File: src/design/nice_pkg.sv
////////////////////////////////////////////////////////////////////////////
// Shared widths, custom3 encodings, enums and channel structs of the NICE
// coprocessor. RTL and testbench import it for every typed port
////////////////////////////////////////////////////////////////////////////
package nice_pkg;

  // Data and address width
  localparam int XLEN = 32;

  // Byte step between consecutive words in a row
  localparam logic [XLEN-1:0] WORD_BYTES = 32'd4;

  //////////////////////////////////////////////////////////////////////////
  // custom3 R-type encodings
  //////////////////////////////////////////////////////////////////////////
  localparam logic [6:0] OPC_CUSTOM3   = 7'b1111011;
  localparam logic [2:0] FUNCT3_MEM    = 3'b010;
  localparam logic [2:0] FUNCT3_SUM    = 3'b110;
  localparam logic [6:0] FUNCT7_LBUF   = 7'b0000001;
  localparam logic [6:0] FUNCT7_SBUF   = 7'b0000010;
  localparam logic [6:0] FUNCT7_ROWSUM = 7'b0000110;

  // Decoded operation, OP_NONE also covers unsupported instructions
  typedef enum logic [1:0] {
    OP_NONE   = 2'd0,
    OP_LBUF   = 2'd1,
    OP_SBUF   = 2'd2,
    OP_ROWSUM = 2'd3
  } nice_op_e;

  // Operation FSM
  typedef enum logic [2:0] {
    ST_IDLE   = 3'd0,
    ST_LBUF   = 3'd1,
    ST_SBUF   = 3'd2,
    ST_ROWSUM = 3'd3,
    ST_RESP   = 3'd4
  } nice_state_e;

  //////////////////////////////////////////////////////////////////////////
  // Channel payloads
  //////////////////////////////////////////////////////////////////////////

  // Processor request, rs2 is not used by any kept instruction
  typedef struct packed {
    logic [XLEN-1:0] inst;
    logic [XLEN-1:0] rs1;
  } nice_req_t;

  // Processor response
  typedef struct packed {
    logic [XLEN-1:0] rdat;
    logic            err;
  } nice_rsp_t;

  // Memory command, always a full word
  typedef struct packed {
    logic [XLEN-1:0] addr;
    logic            read;
    logic [XLEN-1:0] wdata;
  } icb_cmd_t;

  // Memory response
  typedef struct packed {
    logic [XLEN-1:0] rdata;
    logic            err;
  } icb_rsp_t;

endpackage

File: src/design/nice_ctrl.sv
////////////////////////////////////////////////////////////////////////////
// Instruction decode, operation FSM and response channel of the NICE core.
// Starts the load/store unit and reports the result to the processor
////////////////////////////////////////////////////////////////////////////
`timescale 1ns/1ns

module nice_ctrl #(
  parameter int ROW_LEN = 3
) (
  input  logic                      nice_clk,
  input  logic                      nice_rst_n,
  // Request from the processor
  input  logic                      req_valid,
  output logic                      req_ready,
  input  nice_pkg::nice_req_t       req,
  // Response to the processor
  output logic                      rsp_valid,
  input  logic                      rsp_ready,
  output nice_pkg::nice_rsp_t       rsp,
  // Operation start toward the load/store unit and row buffer
  output logic                      start,
  output nice_pkg::nice_op_e        op,
  output logic [nice_pkg::XLEN-1:0] base_addr,
  // Beat reports from the load/store unit
  input  logic                      beat_valid,
  input  logic                      beat_err,
  input  logic                      last_beat,
  input  logic [nice_pkg::XLEN-1:0] row_sum,
  // Core status
  output logic                      active,
  output logic                      mem_holdup
);
  import nice_pkg::*;

  localparam int IDX_W = (ROW_LEN > 1) ? $clog2(ROW_LEN) : 1;

  logic [6:0]       opcode;
  logic [2:0]       funct3;
  logic [6:0]       funct7;
  nice_op_e         dec_op;
  nice_op_e         op_q;
  nice_state_e      state;
  nice_state_e      state_nxt;
  logic             req_hsk;
  logic             err_q;
  logic [IDX_W-1:0] beat_cnt;

  ////////////////////////////////////////////////////////////////////////////
  // Decode
  ////////////////////////////////////////////////////////////////////////////

  // Fields only count while a request is offered
  assign opcode = req_valid ? req.inst[6:0]   : 7'd0;
  assign funct3 = req_valid ? req.inst[14:12] : 3'd0;
  assign funct7 = req_valid ? req.inst[31:25] : 7'd0;

  always_comb
  begin
    dec_op = OP_NONE;
    if (opcode == OPC_CUSTOM3)
    begin
      if (funct3 == FUNCT3_MEM && funct7 == FUNCT7_LBUF)
        dec_op = OP_LBUF;
      else if (funct3 == FUNCT3_MEM && funct7 == FUNCT7_SBUF)
        dec_op = OP_SBUF;
      else if (funct3 == FUNCT3_SUM && funct7 == FUNCT7_ROWSUM)
        dec_op = OP_ROWSUM;
    end
  end

  // Only idle accepts a request, whatever it decodes to
  assign req_ready = (state == ST_IDLE);
  assign req_hsk   = req_valid && req_ready;

  // Unsupported instructions skip memory entirely
  assign start     = req_hsk && (dec_op != OP_NONE);
  assign base_addr = req.rs1;

  // Decoded op while idle so the LSU sees it with start, held op afterwards
  assign op = (state == ST_IDLE) ? dec_op : op_q;

  ////////////////////////////////////////////////////////////////////////////
  // FSM
  ////////////////////////////////////////////////////////////////////////////
  always_comb
  begin
    state_nxt = state;
    case (state)
      ST_IDLE:
      begin
        if (req_hsk)
        begin
          case (dec_op)
            OP_LBUF:   state_nxt = ST_LBUF;
            OP_SBUF:   state_nxt = ST_SBUF;
            OP_ROWSUM: state_nxt = ST_ROWSUM;
            default:   state_nxt = ST_RESP;
          endcase
        end
      end
      // Memory states end on the final response beat
      ST_LBUF, ST_SBUF, ST_ROWSUM:
      begin
        if (beat_valid && last_beat)
          state_nxt = ST_RESP;
      end
      ST_RESP:
      begin
        if (rsp_ready)
          state_nxt = ST_IDLE;
      end
      default: state_nxt = ST_IDLE;
    endcase
  end

  always_ff @(posedge nice_clk or negedge nice_rst_n)
  begin
    if (!nice_rst_n)
    begin
      state    <= ST_IDLE;
      op_q     <= OP_NONE;
      err_q    <= 1'b0;
      beat_cnt <= '0;
    end
    else
    begin
      state <= state_nxt;
      if (req_hsk)
        op_q <= dec_op;
      // Sticky error, preset for an unsupported instruction
      if (req_hsk)
        err_q <= (dec_op == OP_NONE);
      else if (beat_valid && beat_err)
        err_q <= 1'b1;
      // Beat position inside the current row
      if (start)
        beat_cnt <= '0;
      else if (beat_valid)
        beat_cnt <= beat_cnt + 1'b1;
    end
  end

  ////////////////////////////////////////////////////////////////////////////
  // Response and status
  ////////////////////////////////////////////////////////////////////////////

  // Registered state, so the response holds under back-pressure
  assign rsp_valid = (state == ST_RESP);
  assign rsp.rdat  = (op_q == OP_ROWSUM) ? row_sum : '0;
  assign rsp.err   = (state == ST_RESP) && err_q;

  assign mem_holdup = (state == ST_LBUF) || (state == ST_SBUF) || (state == ST_ROWSUM);
  assign active     = (state != ST_IDLE) || req_valid;

  // Checks
  a_req_only_idle : assert property (@(posedge nice_clk) disable iff (!nice_rst_n)
    (req_valid && req_ready) |-> (state == ST_IDLE))
    else $error("request accepted outside idle");

  a_rsp_hold : assert property (@(posedge nice_clk) disable iff (!nice_rst_n)
    (rsp_valid && !rsp_ready) |=> (rsp_valid && $stable(rsp)))
    else $error("response changed under back-pressure");

  a_no_idle_beat : assert property (@(posedge nice_clk) disable iff (!nice_rst_n)
    beat_valid |-> (state != ST_IDLE))
    else $error("memory beat while idle");

  // The LSU must flag exactly the ROW_LEN-th beat as last
  a_last_pos : assert property (@(posedge nice_clk) disable iff (!nice_rst_n)
    beat_valid |-> (last_beat == (beat_cnt == IDX_W'(ROW_LEN - 1))))
    else $error("last beat out of place");

endmodule

File: src/design/nice_lsu.sv
////////////////////////////////////////////////////////////////////////////
// Load/store unit. Issues ROW_LEN word commands from the base address and
// turns each memory response into an indexed beat
////////////////////////////////////////////////////////////////////////////
`timescale 1ns/1ns

module nice_lsu #(
  parameter  int ROW_LEN = 3,
  localparam int IDX_W   = (ROW_LEN > 1) ? $clog2(ROW_LEN) : 1
) (
  input  logic                      nice_clk,
  input  logic                      nice_rst_n,
  // Operation start from the controller
  input  logic                      start,
  input  nice_pkg::nice_op_e        op,
  input  logic [nice_pkg::XLEN-1:0] base_addr,
  // Memory command
  output logic                      icb_cmd_valid,
  input  logic                      icb_cmd_ready,
  output nice_pkg::icb_cmd_t        icb_cmd,
  // Memory response
  input  logic                      icb_rsp_valid,
  output logic                      icb_rsp_ready,
  input  nice_pkg::icb_rsp_t        icb_rsp,
  // Row buffer read port for stores
  output logic [IDX_W-1:0]          wr_idx,
  input  logic [nice_pkg::XLEN-1:0] wr_data,
  // Beat reports
  output logic                      beat_valid,
  output logic [IDX_W-1:0]          beat_idx,
  output logic [nice_pkg::XLEN-1:0] beat_data,
  output logic                      beat_err,
  output logic                      last_beat
);
  import nice_pkg::*;

  // Counters have to reach ROW_LEN itself
  localparam int CNT_W = $clog2(ROW_LEN + 1);

  logic             busy;
  logic [CNT_W-1:0] cmd_cnt;
  logic [CNT_W-1:0] rsp_cnt;
  logic [XLEN-1:0]  addr_q;
  logic             cmd_fire;

  ////////////////////////////////////////////////////////////////////////////
  // Command side
  ////////////////////////////////////////////////////////////////////////////

  // May run ahead of responses, the bus keeps order
  assign icb_cmd_valid = busy && (cmd_cnt < CNT_W'(ROW_LEN));
  assign cmd_fire      = icb_cmd_valid && icb_cmd_ready;

  assign icb_cmd.addr  = addr_q;
  assign icb_cmd.read  = (op != OP_SBUF);
  assign icb_cmd.wdata = wr_data;

  // Store data follows the command being offered
  assign wr_idx = cmd_cnt[IDX_W-1:0];

  ////////////////////////////////////////////////////////////////////////////
  // Response side
  ////////////////////////////////////////////////////////////////////////////
  assign icb_rsp_ready = 1'b1;
  assign beat_valid    = icb_rsp_valid && icb_rsp_ready;
  assign beat_idx      = rsp_cnt[IDX_W-1:0];
  assign beat_data     = icb_rsp.rdata;
  assign beat_err      = icb_rsp.err;
  assign last_beat     = beat_valid && (rsp_cnt == CNT_W'(ROW_LEN - 1));

  always_ff @(posedge nice_clk or negedge nice_rst_n)
  begin
    if (!nice_rst_n)
    begin
      busy    <= 1'b0;
      cmd_cnt <= '0;
      rsp_cnt <= '0;
    end
    else
    begin
      // Busy from the cycle after start until the final beat
      if (start)
        busy <= 1'b1;
      else if (last_beat)
        busy <= 1'b0;
      if (start)
        cmd_cnt <= '0;
      else if (cmd_fire)
        cmd_cnt <= cmd_cnt + 1'b1;
      if (start)
        rsp_cnt <= '0;
      else if (beat_valid)
        rsp_cnt <= rsp_cnt + 1'b1;
    end
  end

  // Word address, stepped on each accepted command
  always_ff @(posedge nice_clk)
  begin
    if (start)
      addr_q <= base_addr;
    else if (cmd_fire)
      addr_q <= addr_q + WORD_BYTES;
  end

  // A response must belong to a command already sent
  a_rsp_after_cmd : assert property (@(posedge nice_clk) disable iff (!nice_rst_n)
    beat_valid |-> (rsp_cnt < cmd_cnt))
    else $error("memory response without an outstanding command");

endmodule

File: src/design/nice_row_buf.sv
////////////////////////////////////////////////////////////////////////////
// Row buffer of ROW_LEN words. Loads or accumulates memory beats, feeds
// store data to the LSU and keeps the running row sum
////////////////////////////////////////////////////////////////////////////
`timescale 1ns/1ns

module nice_row_buf #(
  parameter  int ROW_LEN = 3,
  localparam int IDX_W   = (ROW_LEN > 1) ? $clog2(ROW_LEN) : 1
) (
  input  logic                      nice_clk,
  input  logic                      nice_rst_n,
  input  logic                      start,
  input  nice_pkg::nice_op_e        op,
  // Beats from the LSU
  input  logic                      beat_valid,
  input  logic [IDX_W-1:0]          beat_idx,
  input  logic [nice_pkg::XLEN-1:0] beat_data,
  // Store read port
  input  logic [IDX_W-1:0]          wr_idx,
  output logic [nice_pkg::XLEN-1:0] wr_data,
  output logic [nice_pkg::XLEN-1:0] row_sum
);
  import nice_pkg::*;

  logic [XLEN-1:0] rows [ROW_LEN];
  logic            beat_in_row;
  logic            wr_in_row;

  // Index range only matters when ROW_LEN is not a power of two
  assign beat_in_row = (32'(beat_idx) < ROW_LEN);
  assign wr_in_row   = (32'(wr_idx) < ROW_LEN);

  ////////////////////////////////////////////////////////////////////////////
  // Storage
  ////////////////////////////////////////////////////////////////////////////
  always_ff @(posedge nice_clk or negedge nice_rst_n)
  begin
    if (!nice_rst_n)
    begin
      for (int i = 0; i < ROW_LEN; i++)
        rows[i] <= '0;
    end
    else if (beat_valid && beat_in_row)
    begin
      case (op)
        // lbuf overwrites
        OP_LBUF:   rows[beat_idx] <= beat_data;
        // rowsum adds straight from the beat, wraps on overflow
        OP_ROWSUM: rows[beat_idx] <= rows[beat_idx] + beat_data;
        default:   ;
      endcase
    end
  end

  // Row sum of the current rowsum, cleared at every start
  always_ff @(posedge nice_clk or negedge nice_rst_n)
  begin
    if (!nice_rst_n)
      row_sum <= '0;
    else if (start)
      row_sum <= '0;
    else if (beat_valid && (op == OP_ROWSUM))
      row_sum <= row_sum + beat_data;
  end

  // Read-out for sbuf, zero past the row end
  assign wr_data = wr_in_row ? rows[wr_idx] : '0;

endmodule

File: src/design/nice_core.sv
////////////////////////////////////////////////////////////////////////////
// NICE coprocessor top level. Connects controller, LSU and row buffer to
// the request, response and memory channels; ROW_LEN sets the row length
////////////////////////////////////////////////////////////////////////////
`timescale 1ns/1ns

module nice_core #(
  parameter  int ROW_LEN = 3,
  localparam int IDX_W   = (ROW_LEN > 1) ? $clog2(ROW_LEN) : 1
) (
  input  logic                 nice_clk,
  input  logic                 nice_rst_n,
  output logic                 active,
  output logic                 mem_holdup,
  // Request
  input  logic                 req_valid,
  output logic                 req_ready,
  input  nice_pkg::nice_req_t  req,
  // Response
  output logic                 rsp_valid,
  input  logic                 rsp_ready,
  output nice_pkg::nice_rsp_t  rsp,
  // Memory command
  output logic                 icb_cmd_valid,
  input  logic                 icb_cmd_ready,
  output nice_pkg::icb_cmd_t   icb_cmd,
  // Memory response
  input  logic                 icb_rsp_valid,
  output logic                 icb_rsp_ready,
  input  nice_pkg::icb_rsp_t   icb_rsp
);
  import nice_pkg::*;

  // Start and op
  logic             start;
  nice_op_e         op;
  logic [XLEN-1:0]  base_addr;
  // Beats
  logic             beat_valid;
  logic [IDX_W-1:0] beat_idx;
  logic [XLEN-1:0]  beat_data;
  logic             beat_err;
  logic             last_beat;
  // Store data and result
  logic [IDX_W-1:0] wr_idx;
  logic [XLEN-1:0]  wr_data;
  logic [XLEN-1:0]  row_sum;

  nice_ctrl #(
    .ROW_LEN (ROW_LEN)
  ) i_ctrl (
    .nice_clk   (nice_clk),
    .nice_rst_n (nice_rst_n),
    .req_valid  (req_valid),
    .req_ready  (req_ready),
    .req        (req),
    .rsp_valid  (rsp_valid),
    .rsp_ready  (rsp_ready),
    .rsp        (rsp),
    .start      (start),
    .op         (op),
    .base_addr  (base_addr),
    .beat_valid (beat_valid),
    .beat_err   (beat_err),
    .last_beat  (last_beat),
    .row_sum    (row_sum),
    .active     (active),
    .mem_holdup (mem_holdup)
  );

  nice_lsu #(
    .ROW_LEN (ROW_LEN)
  ) i_lsu (
    .nice_clk      (nice_clk),
    .nice_rst_n    (nice_rst_n),
    .start         (start),
    .op            (op),
    .base_addr     (base_addr),
    .icb_cmd_valid (icb_cmd_valid),
    .icb_cmd_ready (icb_cmd_ready),
    .icb_cmd       (icb_cmd),
    .icb_rsp_valid (icb_rsp_valid),
    .icb_rsp_ready (icb_rsp_ready),
    .icb_rsp       (icb_rsp),
    .wr_idx        (wr_idx),
    .wr_data       (wr_data),
    .beat_valid    (beat_valid),
    .beat_idx      (beat_idx),
    .beat_data     (beat_data),
    .beat_err      (beat_err),
    .last_beat     (last_beat)
  );

  nice_row_buf #(
    .ROW_LEN (ROW_LEN)
  ) i_row_buf (
    .nice_clk   (nice_clk),
    .nice_rst_n (nice_rst_n),
    .start      (start),
    .op         (op),
    .beat_valid (beat_valid),
    .beat_idx   (beat_idx),
    .beat_data  (beat_data),
    .wr_idx     (wr_idx),
    .wr_data    (wr_data),
    .row_sum    (row_sum)
  );

endmodule

File: config.mk
export PLATFORM = sky130hd
export DESIGN_NAME = nice_core
export DESIGN_NICKNAME = d
export VERILOG_FILES = /design/src/design/nice_pkg.sv /design/src/design/nice_ctrl.sv /design/src/design/nice_lsu.sv /design/src/design/nice_row_buf.sv /design/src/design/nice_core.sv
export SDC_FILE = /design/constraint.sdc
export NUM_CORES = 1
export LEC_CHECK = 0
export BUFFER_PORTS_ARGS = -buffer_cell sky130_fd_sc_hd__buf_2
export CAP_MARGIN = 15
export CORE_ASPECT_RATIO = 1.75
export CORE_MARGIN = 2
export CORE_UTILIZATION = 50
export CTS_BUF_LIST = sky130_fd_sc_hd__clkbuf_4 sky130_fd_sc_hd__clkbuf_8
export CTS_CLUSTER_SIZE = 28
export DETAILED_ROUTE_END_ITERATION = 16
export GPL_TIMING_DRIVEN = 0
export PLACE_DENSITY_LB_ADDON = 0.12
export SLEW_MARGIN = 20
export SYNTH_ARGS = -nofsm -noshare
export SYNTH_HDL_FRONTEND = slang
export SYNTH_SLANG_ARGS = --single-unit
File: constraint.sdc
create_clock -name nice_clk -period 10.57 [get_ports nice_clk]
set_input_delay 0.5285 -clock nice_clk [delete_from_list [all_inputs] [get_ports nice_clk]]
set_output_delay 0.5285 -clock nice_clk [all_outputs]
set_load 0.01 [all_outputs]
==> results.yml, run 1 <==
status:
  status: "finished clean"
critical_path:
  path_buf_inv: 3
  crit_arrival_ns: 5.38
  setup.worst_path.end_class: "flop"
  path_class: "flop to flop"
  crit_top_cell: "clkbuf_1"
  critPathRequiredTime_ns: 10.94
  cpLargestDelayFamily: "compound AO/OA/AOI/OAI gates"
  max_stage_delay_ns: 0.71
  crit_fanout: 10
  crit_slowest_cell: "clkbuf_1"
  cp-start-kind: "flop"
  cp_cell_sequence: "clkbuf_1, clkbuf_1, mux2i_1, o21ai_0, ha_1, clkbuf_1, nand2_1, o221ai_1, a221o_1, a21o_1, a211oi_2, o21bai_1, a21oi_1, xnor2_1, mux2i_1, o21ai_1"
power:
  ir_drop_uv: 111
  total_power_w: 0.00137
  p_leak_nw: 6.74
  powerDensity_nw_per_um2: 97.6
min_path:
  min_path_type: "input port to flop"
timing:
  setup_viol: 0
  drv_slew: 0
  relSlewSlack_pct: 43.0
  worst_pin_slew_ns: 0.856
  setup_tns_ns: 0
  rsz0062_at_grt: "no"
  period_share_pct: 47.4
  hold_viol: 0
  skew_ns: 0.0122
  min_period_ns: 5.01
  worst_slack_ns: 5.56
  max_freq_ghz: 0.200
routing:
  via_count: 11600
  drt_wl_total_mm: 39.1
  wl_per_cell_um: 19.4
  drt_iter0_drc: 635
  dr.pass1.iters: 5
  viasPerCell: 5.74
  drtAntennaViolNets: 0
  drc: 0
die:
  dieHeight_um: 212
  std_cell_rows: 76
  die-area_um2: 26000
  ios: 207
  initial_utilization_pct: 50.5
  die_w_um: 123
  core_um2: 24400
yosys:
  synth_nets: 1660
  synth_edf_count: 32
  netlist_instances: 1487
  synth_flop_cell: "dfrtp_1"
  ys_types: 68
  syn-cell-area_um2: 12300
  avgSynthCellArea_um2: 8.29
  synth-seq-cells: 171
  seq_area_frac_synth_pct: 36.0
  ys_warn_count: 0
  synth-async-reset-ratio_pct: 81.3
global_routing:
  grt_pass1_vias: 11300
  antenna_found_initial: 1
  grt_pass1_wl_mm: 59.2
  gr-total-overflow: 0
  grt_max_degree: 92
  grt.total_usage_pct: 30.2
cells_and_area:
  finalInstanceArea_um2: 14100
  antenna_cells: 0
  syn_to_final_growth_pct: 14.1
  final_common_cell: "nand2_1"
  layout.nets: 1869
  final_cell_mix: "nand2_1 (243), buf_2 (192), o21ai_0 (158)"
  drive_gt1_share_pct: 14.8
placed_design:
  port_buffers: 188
  place_ws_ns: 5.68
  dp_hpwl_mm: 30.1
  gp_congestion: 0.907
  place_area_um2: 13700
clocking:
  clkTransAtPathRegs_ns: 0.09
  clock_latency_ns: 0.51
  htreeDepth: 4
  post-cts-setup-buffer-count: 0
  holdBufCountCts: 1
  cts.path.max_buffers: 2
  post_cts_resized: 0
  cts_root_buf: "clkbuf_8"
  numCtsBuffers: 17
  cts_tree: "yes"
  clkSinkCount: 171
flow_run:
  cap_viol_max_count: 0
## final timing paths
kind	endpoint	cells past startpoint	slack (ns)	start
setup reg to reg	i_row_buf.rows[59]	16	5.56	i_lsu.beat_idx[1]
setup / recovery	i_row_buf.rows[59]	16	5.56	i_lsu.beat_idx[1]
hold / removal	i_lsu.wr_idx[1]	3	0.27	icb_cmd_ready
min in group asynchronous	i_row_buf.rows[6]	2	0.51	nice_rst_n
max in group asynchronous	i_row_buf.rows[92]	3	9.26	nice_rst_n
hold reg to reg	i_lsu.busy	2	0.49	i_lsu.busy
## through the flow
step                      std cells  hold WS (ns)  utilization [%]
after global placement         1987         0.459             55.9
after detailed placement       1988         0.464             56.1
final                          2019         0.274             57.5
after global routing           2019         0.289             57.5
after floorplan                1487         0.233                -
after CTS                      2019         0.256             57.5
## routing by layer
metal  share of wire (%)  vias up  track usage (%)
met5               0.028        -                0
met4                 7.4        2             22.5
met3                 4.7      111             3.50
met2                  51      378             53.5
met1                  37     5433             32.1
li1                    -     5655                -
## final cells by class
class                      count  area (um^2)
buffer                        87          373
clock buffer                  22          290
clock inverter                 8         62.6
fill                        2352        10400
inverter                      26         97.6
multi-input combinational   1203         7420
sequential                   171         4440
tap                          312          390
timing repair buffer         190          988
## report_power, final
| group | switching, W | internal, W | total, W |
|---|---|---|---|
| Sequential | 0.0000107 | 0.000673 | 0.000684 |
| Clock | 0.000257 | 0.000186 | 0.000443 |
| Combinational | 0.000166 | 0.0000809 | 0.000246 |
## Yosys cell counts, types with 2 or more instances
cell         n  area (um^2)
nand2b_1    11         68.8
a311oi_1     4         35.0
nand4b_1     2         17.5
fa_1         2         40.0
and3_1      60          375
a211oi_1     6         45.0
buf_4        2         15.0
nand4_1      9         56.3
o21a_1       5         37.5
buf_12       2         40.0
a21boi_0     4         30.0
nand3_1     51          255
ha_1        68          851
inv_1       26         97.6
clkbuf_1    69          259
o21ai_1     39          195
and2_1      12         75.1
o31ai_1      5         37.5
buf_1        9         33.8
or3_1        3         18.8
a31oi_1      8         50.1
nand2_1    244          916
xor2_1      41          359
o21bai_1    14          105
edfxtp_1    32          961
a211oi_2     2         25.0
o2bb2ai_1    2         17.5
o211ai_1     2         15.0
buf_2        5         25.0
nor2b_1     17          106
a21oi_1    106          531
mux2_2       9          101
xnor2_1     40          350
o21ai_0    158          791
nor3_1       9         45.0
a211o_1      3         26.3
a21o_1      24          180
dfrtp_1    139         3480
nor2_1     125          469
a22oi_1      3         22.5
mux2i_1     86          861
a41oi_1      3         26.3
## logic make-up (layout without fill, tap and decap cells)
| kind of cell | count (synthesis) | after routing | synth area share (%) |
|---|---|---|---|
| flops | 171 | 171 | 36.0 |
| simple gates | 553 | 553 | 20.4 |
| xor+xnor | 81 | 81 | 5.75 |
| compound gates | 403 | 403 | 19.0 |
| fa+ha+maj | 70 | 70 | 7.23 |
| other cells | 1 | 1 | 0.0304 |
| mux | 95 | 95 | 7.80 |
| buf+inv | 113 | 333 | 3.82 |
## registers in the layout, summed over array words and instances, names as in the netlist
name,count
i_row_buf.row_sum,32
i_lsu.addr_q,32
i_ctrl.op_q,2
i_lsu.wr_idx,2
i_lsu.beat_idx,2
i_row_buf.rows,96
i_ctrl.state,3
i_ctrl.err_q,1
i_lsu.busy,1
## worst register-to-register path: cells and delay by family, from the launching register on
family | cells | cell delay, ns
and+or+nand+nor | 1 | 0.11
DFF | 1 | 0.39
adders and majority gates | 1 | 0.32
AOI/OAI and AO/OA | 8 | 1.89
xor gates and xnor gates | 1 | 0.09
buffers and inverters | 3 | 1.35
muxes | 2 | 0.71
No activity file was read; power rests on OpenSTA's default activity.
==> inputs of run 2 (changes only) <==
clock period = 4.6 ns   (was 10.57 ns; I/O delays follow)
==> run 2 against run 1 <==
Core utilization is 0.97 points higher. Cell count rose by 1.1%. Cell area increased by 1.7%. Largest cell class unchanged. Critical path depth unchanged. Register-to-register slack worse by 5.4 ns. Maximum frequency increased by 12%. Combinational power grew 140%. Non-clock buffer count grew 22. Die area unchanged. Sequential power grew 130%. Setup slack worse by 5.4 ns. Clock power increased by 130%.
==> results.yml, run 2 (same netlist as run 1, synthesis figures left out) <==
status:
  status: "finished clean"
critical_path:
  max_stage_delay_ns: 0.54
  reg2reg_depth: 16
  cp-start-kind: "flop"
  path_class: "flop to flop"
  timing.rr.start: "i_lsu.beat_idx[1]"
  critPathRequiredTime_ns: 4.97
  path_buf_inv: 3
  cp_cell_sequence: "clkbuf_2, clkbuf_2, mux2i_1, o21ai_0, ha_1, clkbuf_1, nand2_1, o221ai_1, a221o_1, a21o_1, a211oi_2, o21bai_1, a21oi_1, xnor2_1, mux2i_1, o21ai_1"
  setup.worst_path.end_class: "flop"
  rr_endpoint: "i_row_buf.rows[59]"
  r2r_setup_slack_ns: 0.12
  crit_arrival_ns: 4.85
  crit_slowest_cell: "mux2i_1"
  cpLargestDelayFamily: "compound AO/OA/AOI/OAI gates"
  crit_fanout: 10
power:
  powerDensity_nw_per_um2: 222
  p_leak_nw: 6.85
  ir_drop_uv: 255
cells_and_area:
  final_common_cell: "nand2_1"
  antenna_cells: 0
  drive_gt1_share_pct: 15.1
  syn_to_final_growth_pct: 16.0
  layout.nets: 1891
  final_cell_mix: "nand2_1 (243), buf_2 (192), o21ai_0 (158)"
  final_core_util_pct: 58.5
  finalInstanceArea_um2: 14300
  largestRegisters: "i_row_buf.rows x96, i_lsu.addr_q x32, i_row_buf.row_sum x32"
  largest_register_ffs: 96
  top_register: "i_row_buf.rows"
routing:
  dr_wl_met2_mm: 20.1
  wl_per_cell_um: 19.3
  top_layer: "met5"
  drc: 0
  drt_iter0_drc: 668
  drtAntennaViolNets: 0
  wl_met3_mm: 1.85
  via_count: 11700
  viasPerCell: 5.73
  wirelength_met1_mm: 14.5
  dr.pass1.iters: 7
  drt_wl_total_mm: 39.4
placed_design:
  place_ws_ns: -0.285
  place_area_um2: 13700
  port_buffers: 188
  dp_hpwl_mm: 30.1
  gp_congestion: 0.907
timing:
  drv_slew: 0
  setup_viol: 0
  worst_slack_ns: 0.121
  period_share_pct: 97.4
  rsz0062_at_grt: "no"
  skew_ns: 0.0121
  worst_pin_slew_ns: 0.852
  min_period_ns: 4.48
  hold_viol: 0
  setup_tns_ns: 0
  relSlewSlack_pct: 43.2
  max_freq_ghz: 0.223
clocking:
  cts_root_buf: "clkbuf_8"
  cts.path.max_buffers: 2
  clock_latency_ns: 0.50
  htreeDepth: 4
  cts_tree: "yes"
  numCtsBuffers: 17
  clkTransAtPathRegs_ns: 0.09
  clkSinkCount: 171
die:
  initial_utilization_pct: 50.5
  dieHeight_um: 212
  core_um2: 24400
  die-area_um2: 26000
  ios: 207
  std_cell_rows: 76
  die_w_um: 123
min_path:
  holdPathEnd: "i_lsu.addr_q[1]"
  hp-start: "req[1]"
  whs_path_depth: 2
  min_path_type: "input port to flop"
global_routing:
  grt.total_usage_pct: 30.4
  antenna_found_initial: 1
  grt_max_degree: 92
  grt_pass1_vias: 11400
  gr-total-overflow: 0
  grt_pass1_wl_mm: 59.6
flow_run:
  cap_viol_max_count: 0
## run 2: cell count changes in the layout (fill, tap and decap cells not counted)
cell and change:
dlygate4sd3_1 +22, clkbuf_1 -5, clkbuf_2 +4, a211oi_1 -1, a211oi_2 +1, clkbuf_4 +1
dfrtp_1 -1, dfrtp_2 +1, nor2_1 -1, nor2_2 +1
## run 2: worst max-delay path by stage
stage                      start                 end  slack (ns)  cells after the start
2_1_floorplan  i_lsu.beat_idx[1]  i_row_buf.rows[31]        0.84                     16
3_3_place_gp   i_lsu.beat_idx[0]  i_row_buf.rows[58]       -0.26                     18
3_5_place_dp   i_lsu.beat_idx[1]  i_row_buf.rows[59]       -0.29                     16
4_1_cts        i_lsu.beat_idx[1]  i_row_buf.rows[92]        0.09                     18
5_1_grt        i_lsu.beat_idx[1]  i_row_buf.rows[91]        0.02                     16
6_report       i_lsu.beat_idx[1]  i_row_buf.rows[59]        0.12                     16
## run 2: what timing repair did
item                                    CTS  global route
buffers inserted                          0             0
endpoints found under the setup margin   36            20
hold buffers                             23             0
gates resized for setup                   6             5
hold endpoints to repair                 70             0
## run 2: cell type report
class	instances	area (um^2)
multi-input combinational	1203	7430
sequential	171	4440
timing repair buffer	212	1210
inverter	26	97.6
clock buffer	22	290
tap	312	390
clock inverter	8	62.6
buffer	87	382
fill	2328	10100
## run 2: routing by layer
| layer | GRT usage [%] | vias up |
|---|---|---|
| li1 | - | 5693 |
| met1 | 32.2 | 5484 |
| met2 | 54.1 | 401 |
| met3 | 3.48 | 108 |
| met4 | 22.5 | 2 |
| met5 | 0 | - |
## run 2: power breakdown
part | total (W) | switching [W] | internal, W | leakage [nW]
registers | 0.00157 | 0.0000245 | 0.00155 | 2.21
clock network | 0.00102 | 0.000587 | 0.000429 | 0.188
logic | 0.000590 | 0.000387 | 0.000203 | 4.44
## run 2: per-stage QoR
| stage | hold WS (ns) | instances | power (W) |
|---|---|---|---|
| finish | 0.0166 | 2041 | 0.00318 |
| global route | 0.0129 | 2041 | 0.00329 |
| CTS | 0.000691 | 2041 | 0.00319 |
| detailed placement | 0.167 | 1988 | 0.00216 |
| global placement | 0.459 | 1987 | 0.00215 |
| floorplan | -0.0656 | 1487 | 0.00193 |
